`src/sd_pkg.sv`:
```
`default_nettype none

package sd_pkg;

    localparam int APB_ADDR_W    = 8;
    localparam int CMD_TIMEOUT_W = 16;
    localparam int RESP_W        = 120;
    localparam int SHORT_FRAME_W = 48;
    localparam int LONG_FRAME_W  = 136;

    // register map, byte offsets
    localparam logic [APB_ADDR_W-1:0] REG_ARGUMENT   = 8'h00;
    localparam logic [APB_ADDR_W-1:0] REG_COMMAND    = 8'h04;
    localparam logic [APB_ADDR_W-1:0] REG_TIMEOUT    = 8'h08;
    localparam logic [APB_ADDR_W-1:0] REG_CLK_DIV    = 8'h0C;
    localparam logic [APB_ADDR_W-1:0] REG_RESP0      = 8'h10;
    localparam logic [APB_ADDR_W-1:0] REG_RESP1      = 8'h14;
    localparam logic [APB_ADDR_W-1:0] REG_RESP2      = 8'h18;
    localparam logic [APB_ADDR_W-1:0] REG_RESP3      = 8'h1C;
    localparam logic [APB_ADDR_W-1:0] REG_INT_STATUS = 8'h20;
    localparam logic [APB_ADDR_W-1:0] REG_INT_ENABLE = 8'h24;
    localparam logic [APB_ADDR_W-1:0] REG_PRESENT    = 8'h28;
    localparam logic [APB_ADDR_W-1:0] REG_SOFT_RESET = 8'h2C;

    typedef enum logic [1:0] {
        RESP_NONE       = 2'd0,
        RESP_SHORT      = 2'd1,
        RESP_LONG       = 2'd2,
        RESP_SHORT_BUSY = 2'd3
    } sd_resp_e;

    typedef struct packed {
        logic [5:0]  index;
        logic [31:0] argument;
        sd_resp_e    resp;
    } sd_cmd_t;

    typedef struct packed {
        logic              crc_ok;
        logic              index_ok;
        logic [RESP_W-1:0] payload;
    } sd_cmd_result_t;

    // complete lands in bit 0 of the status word
    typedef struct packed {
        logic index_err;
        logic crc_err;
        logic timeout_err;
        logic complete;
    } sd_cmd_int_t;

    // x^7 + x^3 + 1, msb first
    function automatic logic [6:0] crc7(input logic [39:0] data);
        logic [6:0] crc;
        logic       fb;
        crc = '0;
        for (int i = 39; i >= 0; i--) begin
            fb  = data[i] ^ crc[6];
            crc = {crc[5:0], 1'b0} ^ (fb ? 7'h09 : 7'h00);
        end
        return crc;
    endfunction

endpackage

`default_nettype wire

```
`src/sd_apb_regs.sv`:
```
`timescale 1ns/100ps
`default_nettype none

module sd_apb_regs #(
    parameter int DIV_W = 8
) (
    input  logic                             aclk_i,
    input  logic                             reset_i,
    input  logic                             psel_i,
    input  logic                             penable_i,
    input  logic                             pwrite_i,
    input  logic [sd_pkg::APB_ADDR_W-1:0]    paddr_i,
    input  logic [31:0]                      pwdata_i,
    output logic [31:0]                      prdata_o,
    output logic                             pready_o,
    output logic                             pslverr_o,
    input  logic                             clk_stable_i,
    input  logic                             cmd_busy_i,
    input  logic [3:0][31:0]                 resp_i,
    input  sd_pkg::sd_cmd_int_t              cmd_events_i,
    output sd_pkg::sd_cmd_t                  cmd_o,
    output logic                             cmd_start_o,
    output logic [sd_pkg::CMD_TIMEOUT_W-1:0] timeout_o,
    output logic [DIV_W-1:0]                 divisor_o,
    output logic                             div_load_o,
    output logic                             soft_rst_o,
    output logic                             interrupt_o
);
    import sd_pkg::*;

    sd_cmd_t                  cmd_q;
    logic [CMD_TIMEOUT_W-1:0] timeout_q;
    logic [DIV_W-1:0]         divisor_q;
    sd_cmd_int_t              int_status_q;
    sd_cmd_int_t              int_enable_q;
    logic                     cmd_start_q;
    logic                     div_load_q;
    logic                     soft_rst_q;
    logic                     irq_q;
    logic                     access;
    logic                     wr_en;
    logic                     mapped;
    logic                     read_only;
    logic                     inhibit;
    logic [3:0]               int_clear;
    logic [31:0]              rdata;

    assign access = psel_i & penable_i;
    assign wr_en  = access & pwrite_i;

    // a launched command counts as in flight until the master picks it up
    assign inhibit = cmd_busy_i | cmd_start_q;

    assign int_clear = (wr_en && paddr_i == REG_INT_STATUS) ? pwdata_i[3:0] : 4'd0;

    always_comb begin
        rdata     = '0;
        mapped    = 1'b1;
        read_only = 1'b0;
        case (paddr_i)
            REG_ARGUMENT:   rdata = cmd_q.argument;
            REG_COMMAND:    rdata = {22'd0, cmd_q.resp, 2'd0, cmd_q.index};
            REG_TIMEOUT:    rdata = 32'(timeout_q);
            REG_CLK_DIV:    rdata = 32'(divisor_q);
            REG_RESP0, REG_RESP1, REG_RESP2, REG_RESP3: begin
                rdata     = resp_i[paddr_i[3:2]];
                read_only = 1'b1;
            end
            REG_INT_STATUS: rdata = {28'd0, int_status_q};
            REG_INT_ENABLE: rdata = {28'd0, int_enable_q};
            REG_PRESENT: begin
                rdata     = {30'd0, clk_stable_i, inhibit};
                read_only = 1'b1;
            end
            REG_SOFT_RESET: rdata = '0;
            default:        mapped = 1'b0;
        endcase
    end

    always_ff @(posedge aclk_i) begin
        if (reset_i) begin
            cmd_q        <= '0;
            timeout_q    <= '1;
            divisor_q    <= '1;
            int_status_q <= '0;
            int_enable_q <= '0;
            cmd_start_q  <= 1'b0;
            div_load_q   <= 1'b0;
            soft_rst_q   <= 1'b0;
            irq_q        <= 1'b0;
        end else begin
            cmd_start_q <= 1'b0;
            div_load_q  <= 1'b0;
            soft_rst_q  <= 1'b0;
            if (wr_en) begin
                case (paddr_i)
                    REG_ARGUMENT: cmd_q.argument <= pwdata_i;
                    REG_COMMAND: begin
                        // dropped silently while a command is in flight
                        if (!inhibit) begin
                            cmd_q.index <= pwdata_i[5:0];
                            cmd_q.resp  <= sd_resp_e'(pwdata_i[9:8]);
                            cmd_start_q <= 1'b1;
                        end
                    end
                    REG_TIMEOUT:    timeout_q <= pwdata_i[CMD_TIMEOUT_W-1:0];
                    REG_CLK_DIV: begin
                        divisor_q  <= pwdata_i[DIV_W-1:0];
                        div_load_q <= 1'b1;
                    end
                    REG_INT_ENABLE: int_enable_q <= pwdata_i[3:0];
                    REG_SOFT_RESET: soft_rst_q <= pwdata_i[0];
                    default: ;
                endcase
            end
            // a new event beats a w1c in the same cycle
            int_status_q <= (int_status_q & ~int_clear) | cmd_events_i;
            irq_q        <= |(int_status_q & int_enable_q);
        end
    end

    assign prdata_o    = rdata;
    assign pready_o    = 1'b1;
    assign pslverr_o   = access & (~mapped | (pwrite_i & read_only));
    assign cmd_o       = cmd_q;
    assign cmd_start_o = cmd_start_q;
    assign timeout_o   = timeout_q;
    assign divisor_o   = divisor_q;
    assign div_load_o  = div_load_q;
    assign soft_rst_o  = soft_rst_q;
    assign interrupt_o = irq_q;

    // every aligned offset up to the soft reset register is mapped
    mapped_read_ok: assert property (@(posedge aclk_i) disable iff (reset_i)
        (access && !pwrite_i && paddr_i[1:0] == 2'b00 && paddr_i <= REG_SOFT_RESET)
        |-> !pslverr_o);

endmodule

`default_nettype wire

```
`src/sd_clock_divider.sv`:
```
`timescale 1ns/100ps
`default_nettype none

module sd_clock_divider #(
    parameter int DIV_W = 8
) (
    input  logic             aclk_i,
    input  logic             reset_i,
    input  logic [DIV_W-1:0] divisor_i,
    input  logic             div_load_i,
    output logic             sd_clk_o,
    output logic             sd_tick_o,
    output logic             clk_stable_o
);
    logic [DIV_W-1:0] cnt_q;
    logic [1:0]       half_cnt_q;
    logic             sd_clk_q;
    logic             tick_q;
    logic             stable_q;
    logic             toggle;

    assign toggle = (cnt_q >= divisor_i);

    always_ff @(posedge aclk_i) begin
        if (reset_i || div_load_i) begin
            cnt_q      <= '0;
            half_cnt_q <= '0;
            sd_clk_q   <= 1'b0;
            tick_q     <= 1'b0;
            stable_q   <= 1'b0;
        end else begin
            // tick coincides with the first cycle of sd_clk high
            tick_q <= toggle & ~sd_clk_q;
            if (toggle) begin
                cnt_q      <= '0;
                sd_clk_q   <= ~sd_clk_q;
                half_cnt_q <= half_cnt_q + 2'd1;
                // four half periods since the load
                if (half_cnt_q == 2'd3) begin
                    stable_q <= 1'b1;
                end
            end else begin
                cnt_q <= cnt_q + 1'b1;
            end
        end
    end

    assign sd_clk_o     = sd_clk_q;
    assign sd_tick_o    = tick_q;
    assign clk_stable_o = stable_q;

endmodule

`default_nettype wire

```
`src/sd_cmd_master.sv`:
```
`timescale 1ns/100ps
`default_nettype none

module sd_cmd_master (
    input  logic                             aclk_i,
    input  logic                             reset_i,
    input  logic                             soft_rst_i,
    input  logic                             sd_tick_i,
    input  sd_pkg::sd_cmd_t                  cmd_i,
    input  logic                             cmd_start_i,
    input  logic [sd_pkg::CMD_TIMEOUT_W-1:0] timeout_i,
    input  logic                             host_done_i,
    input  sd_pkg::sd_cmd_result_t           result_i,
    output logic                             host_start_o,
    output sd_pkg::sd_cmd_t                  host_cmd_o,
    output logic                             host_abort_o,
    output logic                             cmd_busy_o,
    output sd_pkg::sd_cmd_int_t              events_o,
    output logic [31:0]                      resp0_o,
    output logic [31:0]                      resp1_o,
    output logic [31:0]                      resp2_o,
    output logic [31:0]                      resp3_o
);
    import sd_pkg::*;

    logic                     busy_q;
    logic                     wait_q;
    logic [5:0]               tx_cnt_q;
    logic [CMD_TIMEOUT_W-1:0] to_cnt_q;
    sd_cmd_int_t              events_q;
    sd_resp_e                 resp_q;
    logic [3:0][31:0]         resp_words_q;
    logic                     timed_out;
    logic                     short_resp;
    logic [RESP_W-1:0]        payload;

    assign host_start_o = cmd_start_i & ~busy_q;
    assign host_cmd_o   = cmd_i;
    assign timed_out    = busy_q & wait_q & sd_tick_i & ~host_done_i & (to_cnt_q == timeout_i);
    assign host_abort_o = timed_out;
    assign short_resp   = (resp_q == RESP_SHORT) || (resp_q == RESP_SHORT_BUSY);

    // short frames only carry the low word
    assign payload = (resp_q == RESP_LONG) ? result_i.payload : RESP_W'(result_i.payload[31:0]);

    always_ff @(posedge aclk_i) begin
        if (reset_i || soft_rst_i) begin
            busy_q   <= 1'b0;
            wait_q   <= 1'b0;
            tx_cnt_q <= '0;
            to_cnt_q <= '0;
            events_q <= '0;
        end else begin
            events_q <= '0;
            if (host_start_o) begin
                busy_q   <= 1'b1;
                wait_q   <= 1'b0;
                tx_cnt_q <= '0;
                to_cnt_q <= '0;
            end else if (busy_q) begin
                if (host_done_i) begin
                    busy_q             <= 1'b0;
                    events_q.complete  <= 1'b1;
                    events_q.crc_err   <= short_resp & ~result_i.crc_ok;
                    events_q.index_err <= short_resp & ~result_i.index_ok;
                end else if (timed_out) begin
                    busy_q               <= 1'b0;
                    events_q.complete    <= 1'b1;
                    events_q.timeout_err <= 1'b1;
                end else if (sd_tick_i) begin
                    // timeout counts from the end bit
                    if (!wait_q) begin
                        tx_cnt_q <= tx_cnt_q + 6'd1;
                        wait_q   <= (tx_cnt_q == 6'(SHORT_FRAME_W - 1));
                    end else begin
                        to_cnt_q <= to_cnt_q + 1'b1;
                    end
                end
            end
        end
    end

    always_ff @(posedge aclk_i) begin
        if (host_start_o) begin
            resp_q <= cmd_i.resp;
        end
        if (busy_q && host_done_i && resp_q != RESP_NONE) begin
            resp_words_q <= {8'd0, payload};
        end
    end

    assign cmd_busy_o = busy_q;
    assign events_o   = events_q;
    assign resp0_o    = resp_words_q[0];
    assign resp1_o    = resp_words_q[1];
    assign resp2_o    = resp_words_q[2];
    assign resp3_o    = resp_words_q[3];

    // the register file holds a new command back while one is in flight
    start_when_idle: assert property (@(posedge aclk_i) disable iff (reset_i || soft_rst_i)
        cmd_start_i |-> !cmd_busy_o);

endmodule

`default_nettype wire

```
`src/sd_cmd_serial_host.sv`:
```
`timescale 1ns/100ps
`default_nettype none

module sd_cmd_serial_host (
    input  logic                   aclk_i,
    input  logic                   reset_i,
    input  logic                   soft_rst_i,
    input  logic                   abort_i,
    input  logic                   sd_tick_i,
    input  logic                   start_i,
    input  sd_pkg::sd_cmd_t        cmd_i,
    input  logic                   sd_cmd_i,
    output logic                   sd_cmd_o,
    output logic                   sd_cmd_oe_o,
    output logic                   done_o,
    output sd_pkg::sd_cmd_result_t result_o
);
    import sd_pkg::*;

    localparam logic [2:0] S_IDLE    = 3'd0;
    localparam logic [2:0] S_TX      = 3'd1;
    localparam logic [2:0] S_RX_WAIT = 3'd2;
    localparam logic [2:0] S_RX      = 3'd3;
    localparam logic [2:0] S_DONE    = 3'd4;

    logic [2:0]               state_q;
    logic [7:0]               cnt_q;
    logic                     cmd_q;
    logic                     oe_q;
    logic [SHORT_FRAME_W-1:0] tx_q;
    logic [LONG_FRAME_W-1:0]  rx_q;
    logic [5:0]               index_q;
    sd_resp_e                 resp_q;
    logic [39:0]              tx_head;
    logic [7:0]               rx_len;
    logic                     crc_ok;
    logic                     index_ok;

    // start 0, direction 1, index, argument
    assign tx_head = {2'b01, cmd_i.index, cmd_i.argument};
    assign rx_len  = (resp_q == RESP_LONG) ? 8'(LONG_FRAME_W) : 8'(SHORT_FRAME_W);

    always_ff @(posedge aclk_i) begin
        if (reset_i || soft_rst_i || abort_i) begin
            state_q <= S_IDLE;
            cnt_q   <= '0;
            cmd_q   <= 1'b1;
            oe_q    <= 1'b0;
        end else begin
            case (state_q)
                S_IDLE: begin
                    if (start_i) begin
                        state_q <= S_TX;
                        cnt_q   <= '0;
                    end
                end
                S_TX: begin
                    if (sd_tick_i) begin
                        if (cnt_q == 8'(SHORT_FRAME_W)) begin
                            // release the line after the end bit
                            oe_q    <= 1'b0;
                            cmd_q   <= 1'b1;
                            cnt_q   <= '0;
                            state_q <= (resp_q == RESP_NONE) ? S_DONE : S_RX_WAIT;
                        end else begin
                            oe_q  <= 1'b1;
                            cmd_q <= tx_q[SHORT_FRAME_W-1];
                            cnt_q <= cnt_q + 8'd1;
                        end
                    end
                end
                S_RX_WAIT: begin
                    if (sd_tick_i && !sd_cmd_i) begin
                        state_q <= S_RX;
                        cnt_q   <= 8'd1;
                    end
                end
                S_RX: begin
                    if (sd_tick_i) begin
                        cnt_q <= cnt_q + 8'd1;
                        if (cnt_q == rx_len - 8'd1) begin
                            state_q <= S_DONE;
                        end
                    end
                end
                default: state_q <= S_IDLE;
            endcase
        end
    end

    always_ff @(posedge aclk_i) begin
        if (state_q == S_IDLE && start_i) begin
            tx_q    <= {tx_head, crc7(tx_head), 1'b1};
            rx_q    <= '0;
            index_q <= cmd_i.index;
            resp_q  <= cmd_i.resp;
        end
        if (state_q == S_TX && sd_tick_i) begin
            tx_q <= {tx_q[SHORT_FRAME_W-2:0], 1'b0};
        end
        if (sd_tick_i && (state_q == S_RX || (state_q == S_RX_WAIT && !sd_cmd_i))) begin
            rx_q <= {rx_q[LONG_FRAME_W-2:0], sd_cmd_i};
        end
    end

    // crc and index only mean something for 48-bit frames
    assign crc_ok   = (crc7(rx_q[47:8]) == rx_q[7:1]);
    assign index_ok = (rx_q[45:40] == index_q);

    assign result_o    = {crc_ok, index_ok, rx_q[RESP_W+7:8]};
    assign done_o      = (state_q == S_DONE);
    assign sd_cmd_o    = cmd_q;
    assign sd_cmd_oe_o = oe_q;

    no_drive_in_rx: assert property (@(posedge aclk_i) disable iff (reset_i)
        (state_q == S_RX_WAIT || state_q == S_RX) |-> !sd_cmd_oe_o);

endmodule

`default_nettype wire

```
`src/sd_emmc_controller.sv`:
```
`timescale 1ns/100ps
`default_nettype none

module sd_emmc_controller #(
    parameter int DIV_W = 8
) (
    input  logic                          aclk_i,
    input  logic                          reset_i,
    input  logic                          psel_i,
    input  logic                          penable_i,
    input  logic                          pwrite_i,
    input  logic [sd_pkg::APB_ADDR_W-1:0] paddr_i,
    input  logic [31:0]                   pwdata_i,
    output logic [31:0]                   prdata_o,
    output logic                          pready_o,
    output logic                          pslverr_o,
    output logic                          sd_clk_o,
    output logic                          sd_cmd_o,
    output logic                          sd_cmd_oe_o,
    input  logic                          sd_cmd_i,
    output logic                          interrupt_o
);
    import sd_pkg::*;

    sd_cmd_t                  reg_cmd;
    sd_cmd_t                  host_cmd;
    sd_cmd_result_t           host_result;
    sd_cmd_int_t              cmd_events;
    logic [CMD_TIMEOUT_W-1:0] timeout;
    logic [DIV_W-1:0]         divisor;
    logic [31:0]              resp0;
    logic [31:0]              resp1;
    logic [31:0]              resp2;
    logic [31:0]              resp3;
    logic                     cmd_start;
    logic                     cmd_busy;
    logic                     clk_stable;
    logic                     div_load;
    logic                     soft_rst;
    logic                     sd_tick;
    logic                     host_start;
    logic                     host_abort;
    logic                     host_done;

    sd_apb_regs #(
        .DIV_W(DIV_W)
    ) u_regs (
        .aclk_i       (aclk_i),
        .reset_i      (reset_i),
        .psel_i       (psel_i),
        .penable_i    (penable_i),
        .pwrite_i     (pwrite_i),
        .paddr_i      (paddr_i),
        .pwdata_i     (pwdata_i),
        .prdata_o     (prdata_o),
        .pready_o     (pready_o),
        .pslverr_o    (pslverr_o),
        .clk_stable_i (clk_stable),
        .cmd_busy_i   (cmd_busy),
        .resp_i       ({resp3, resp2, resp1, resp0}),
        .cmd_events_i (cmd_events),
        .cmd_o        (reg_cmd),
        .cmd_start_o  (cmd_start),
        .timeout_o    (timeout),
        .divisor_o    (divisor),
        .div_load_o   (div_load),
        .soft_rst_o   (soft_rst),
        .interrupt_o  (interrupt_o)
    );

    sd_clock_divider #(
        .DIV_W(DIV_W)
    ) u_clk_div (
        .aclk_i       (aclk_i),
        .reset_i      (reset_i),
        .divisor_i    (divisor),
        .div_load_i   (div_load),
        .sd_clk_o     (sd_clk_o),
        .sd_tick_o    (sd_tick),
        .clk_stable_o (clk_stable)
    );

    sd_cmd_master u_cmd_master (
        .aclk_i       (aclk_i),
        .reset_i      (reset_i),
        .soft_rst_i   (soft_rst),
        .sd_tick_i    (sd_tick),
        .cmd_i        (reg_cmd),
        .cmd_start_i  (cmd_start),
        .timeout_i    (timeout),
        .host_done_i  (host_done),
        .result_i     (host_result),
        .host_start_o (host_start),
        .host_cmd_o   (host_cmd),
        .host_abort_o (host_abort),
        .cmd_busy_o   (cmd_busy),
        .events_o     (cmd_events),
        .resp0_o      (resp0),
        .resp1_o      (resp1),
        .resp2_o      (resp2),
        .resp3_o      (resp3)
    );

    sd_cmd_serial_host u_cmd_host (
        .aclk_i      (aclk_i),
        .reset_i     (reset_i),
        .soft_rst_i  (soft_rst),
        .abort_i     (host_abort),
        .sd_tick_i   (sd_tick),
        .start_i     (host_start),
        .cmd_i       (host_cmd),
        .sd_cmd_i    (sd_cmd_i),
        .sd_cmd_o    (sd_cmd_o),
        .sd_cmd_oe_o (sd_cmd_oe_o),
        .done_o      (host_done),
        .result_o    (host_result)
    );

endmodule

`default_nettype wire

```
`config.mk`:
```
export PLATFORM = sky130hd
export DESIGN_NAME = sd_emmc_controller
export DESIGN_NICKNAME = d
export VERILOG_FILES = /design/src/sd_pkg.sv /design/src/sd_apb_regs.sv /design/src/sd_clock_divider.sv /design/src/sd_cmd_master.sv /design/src/sd_cmd_serial_host.sv /design/src/sd_emmc_controller.sv
export SDC_FILE = /design/constraint.sdc
export NUM_CORES = 1
export LEC_CHECK = 0
export ABC_AREA = 1
export BUFFER_PORTS_ARGS = -buffer_cell sky130_fd_sc_hd__buf_2
export CAP_MARGIN = 20
export CORE_ASPECT_RATIO = 1.75
export CORE_UTILIZATION = 30
export CTS_CLUSTER_DIAMETER = 80
export DETAILED_ROUTE_END_ITERATION = 16
export GPL_TIMING_DRIVEN = 0
export PLACE_DENSITY = 0.52
export SLEW_MARGIN = 10
export SYNTH_ARGS = -nofsm -noshare
export SYNTH_HDL_FRONTEND = slang
export SYNTH_HIERARCHICAL = 1
export SYNTH_SLANG_ARGS = --single-unit
```
`constraint.sdc`:
```
create_clock -name aclk_i -period 16.9 [get_ports aclk_i]
set_input_delay 3.38 -clock aclk_i [delete_from_list [all_inputs] [get_ports aclk_i]]
set_output_delay 3.38 -clock aclk_i [all_outputs]
set_load 0.05 [all_outputs]
```
==> reports/summary.md <==
The count of unresolved DRC violations after routing was 1; the first-iteration detailed-routing DRC count was 988. Fill cells in the final layout number 8065. Of the available clock period, the critical path in the final layout requires 56.1%. The number of iterations in the first detailed-routing pass was 13; the routed wire length per instance was 16.6 um. Worst path setup slack after routing: 7.42 ns. The multi-input combinational cells in the finished layout cover a total of 8150 um^2.

Among all flip-flop cells after synthesis, the most frequent one is sky130_fd_sc_hd__edfxtp_1. The run gives 0 ns as the total negative setup slack. Setup repair after global routing left no endpoint under its margin. For this design the static power due to leakage is 12.8 nW. The initial cell density of the core came out at 30.2%.

TritonCTS built the clock tree. The number of hold buffers added after CTS was 0. The run gives 0 as the final hold violation count. The ratio of cells with drive above 1 in the final layout was 14.6%. Synthesis instantiated 52 different standard cells from the library. The worst hold path belongs to the class reg -> reg. The commonest cells after synthesis are sky130_fd_sc_hd__nand2_1, sky130_fd_sc_hd__nor2_1, sky130_fd_sc_hd__inv_1. The run gives 26300 um^2 as the area of all placed cells without fillers.

The flow ran to the end, but the final reports show violations. The routed design could run at a clock period as short as 9.48 ns. The fraction of the mapped netlist area in simple logic gates came out at 27.8%.

Using the TritonRoute via totals, the vias-per-cell ratio works out to 4.38. The setup path with the least slack is of type in -> out. The startpoint identified for the worst hold timing path is u_cmd_master/events_o[2].

Number of antenna violations at the first check in global routing: 0. In this run the tool buffered the top-level ports with 81 buffer cells. The tools report the via count of the first global-routing pass as 17.7k.

The clock drives 436 sinks. For the pin count of the biggest net entering global routing, the log shows 48. The critical path endpoint category is a primary output. Data arrival time of the critical path: 6.10 ns. After floorplanning, the core was sized to cover 76100 um^2.

In this run the cell area of the synthesized design comes to 23000 um^2. The repair_antennas step left the layout with diodes totalling 0. The number of setup buffers added after CTS is 0. The launching element type of the critical path is an input pin. In this run the number of H-tree levels came out at 2. Wires add up to 67.2 mm. The growth of design area from synthesis to finish came out at 14.3%. Number of synthesized flops with an enable pin: 305.

The weighted congestion at the end of routability-driven global placement came out at 0.902. The logic depth of the worst register-to-register path is 8, and the area occupied by registers is 11800 um^2. Global routing finished with a remaining overflow of 0. The share of flip-flops with an asynchronous set or reset is 0%. The die extent in x is 211 um, and the xor/xnor share of the synthesized area is 2.49%.

Area after detailed placement: 24900 um^2. The run gives 84 as the count of boundary I/O pins. The startpoint identified for the worst register-to-register timing path is u_clk_div/sd_tick_o. Headroom to the max-slew limit came out at 42.5%. The floorplan has 134 rows.

The number of violations of the max-capacitance limit was 0; the overall power consumption was 2.18 mW. Counting tap cells, the placed design contains a total of 3971 instances. For the final database, setup skew stands at 0.0194 ns. By area the synthesized netlist is led by sky130_fd_sc_hd__edfxtp_1, sky130_fd_sc_hd__nand2_1, sky130_fd_sc_hd__dfxtp_1, sky130_fd_sc_hd__nor2_1, sky130_fd_sc_hd__inv_1.

The finished layout holds 4050 standard cells, fillers aside. The tools report the post-cts gate resize count as 0. Of all cell types, the one taking the most synthesized area is sky130_fd_sc_hd__edfxtp_1.

The register area share after synthesis is 51.2%. Static timing analysis puts the maximum clock frequency at 105 MHz. In the synthesized netlist, the number of instances is 2848. At the worst endpoint, the required time is 13.52 ns. The die footprint is 77800 um^2, and the fraction of synthesized cell area taken by the top area cell type is 39.8%. The final number of max-transition violations was 0; the count of nets left with antenna violations after detail routing was 0. For the maximum buffer depth of the clock tree, the log shows 3.

The tools report the source of the critical timing path as paddr_i[1]. The run gives 7.60 ns as the pre-CTS setup slack. The number of clock buffers added by TritonCTS is 43.

The clock slew at the register clock pins of the worst setup and hold paths is 0.07 ns, and the number of nets in the final layout is 3056. The first global-routing pass estimated 102 mm of wire. In this run, synthesis produced a sequential element count of 436. The peak supply drop came out at 56.5 uV. All-layer global routing usage: 17.4%. After synthesis, the share of cell area in mux cells is 0%.

The die boundary height works out to 368 um. The top fanout value on the critical path is 10, and the worst reg-to-reg setup slack is 12.92 ns. Dividing total power by cell area gives a power density of 82.9 nW/um^2. The Yosys step of the flow raised 6 warnings.

The transition at the pin with the smallest max-transition slack works out to 0.855 ns. The checks that failed: design-rule violations. By area, the combinational part of the netlist is dominated by simple AND/OR/NAND/NOR gates. The synthesized netlist devotes 4.14% of its cell area to compound gates. The average instance area after synthesis is 8.08 um^2. The library cell used as clock root buffer is sky130_fd_sc_hd__clkbuf_16. The final setup violation count is 0. Yosys instantiated no cell more often than sky130_fd_sc_hd__nand2_1.

Across all layers, the routed design uses 17.7k vias. The run gives 53.5 mm as the placed wire-length estimate. Along the worst hold path, the cell count comes to 2.

The synthesized netlist devotes 0.761% of its cell area to adder and majority cells. The clock reaches the later pin of the worst-skew pair after 0.57 ns.
worst max-delay path, cell delays in order:
cell and delay (ns):
sky130_fd_sc_hd__buf_2 0.10, sky130_fd_sc_hd__nor2_1 0.42, sky130_fd_sc_hd__nand3_1 0.39, sky130_fd_sc_hd__inv_1 0.38, sky130_fd_sc_hd__clkbuf_1 0.54, sky130_fd_sc_hd__nand2_1 0.22
sky130_fd_sc_hd__nand3_1 0.31, sky130_fd_sc_hd__buf_2 0.33
worst paths after layout:
check,to
max,prdata_o[14]
min,u_regs/int_status_q[2]
max reg2reg,u_cmd_host/rx_q[112]
min reg2reg,u_regs/int_status_q[2]
placed cells by master (no fill, tap or decap), types with 37 or more instances in the layout:
master / instances
sky130_fd_sc_hd__edfxtp_1: 305
sky130_fd_sc_hd__clkbuf_16: 46
sky130_fd_sc_hd__buf_2: 94
sky130_fd_sc_hd__dfxtp_1: 131
sky130_fd_sc_hd__nand2_1: 854
sky130_fd_sc_hd__clkbuf_1: 63
sky130_fd_sc_hd__a21oi_1: 42
sky130_fd_sc_hd__nand3_1: 169
sky130_fd_sc_hd__nor2_1: 392
sky130_fd_sc_hd__nand4_1: 37
sky130_fd_sc_hd__inv_1: 370
sky130_fd_sc_hd__buf_4: 185
sky130_fd_sc_hd__o21ai_0: 41
stage by stage:
stage                     util [%]  hold WS, ns
after floorplan                  -        0.415
after CTS                     34.6        0.442
final                         34.6        0.434
after global placement        32.5        0.422
after global routing          34.6        0.455
after detailed placement      32.7        0.432
layout make-up:
class / count / share of cell area (%)
buffer: 250 / 6.37
clock buffer: 57 / 4.61
clock inverter: 22 / 0.718
inverter: 383 / 5.47
multi-input combinational: 1786 / 31.0
sequential: 436 / 44.8
tap: 1020 / 4.85
timing repair buffer: 96 / 2.18
kinds of logic (layout without fill, tap and decap cells):
| group | count (synthesis) | count (layout) |
|---|---|---|
| buffers and inverters | 633 | 808 |
| AND/OR/NAND/NOR | 1540 | 1540 |
| flip-flops | 436 | 436 |
| adder cells (fa/ha/maj) | 14 | 14 |
| other | 2 | 9 |
| AO/OA/AOI/OAI | 161 | 161 |
| XOR/XNOR | 62 | 62 |
power breakdown:
group	leakage, nW	total [mW]	internal, mW	switching, mW
sequential	3.36	1.13	1.13	0.00106
combinational	8.78	0.0680	0.0191	0.0488
clock	0.675	0.983	0.552	0.431
registers in the layout (all words and copies together), names as in the netlist, 8 cells and up:
signal and cells:
u_clk_div/cnt_q 8, u_cmd_host/cnt_q 8, u_cmd_host/rx_q 128, u_cmd_host/tx_q 48, u_cmd_master/resp0_o 32, u_cmd_master/resp1_o 32, u_cmd_master/resp2_o 32, u_cmd_master/resp3_o 24
u_cmd_master/to_cnt_q 16, u_regs/cmd_o 40, u_regs/divisor_o 8, u_regs/timeout_o 16
routing by layer:
layer	share of wire [%]	wire length, um	vias up	GRT usage [%]
li1	-	-	9102	-
met1	35	23800	8145	16.9
met2	55	37200	343	34.3
met3	3.3	2210	134	2.11
met4	5.9	4000	0	10.1
met5	0	0	-	0
No activity file was read; power rests on OpenSTA's default activity.
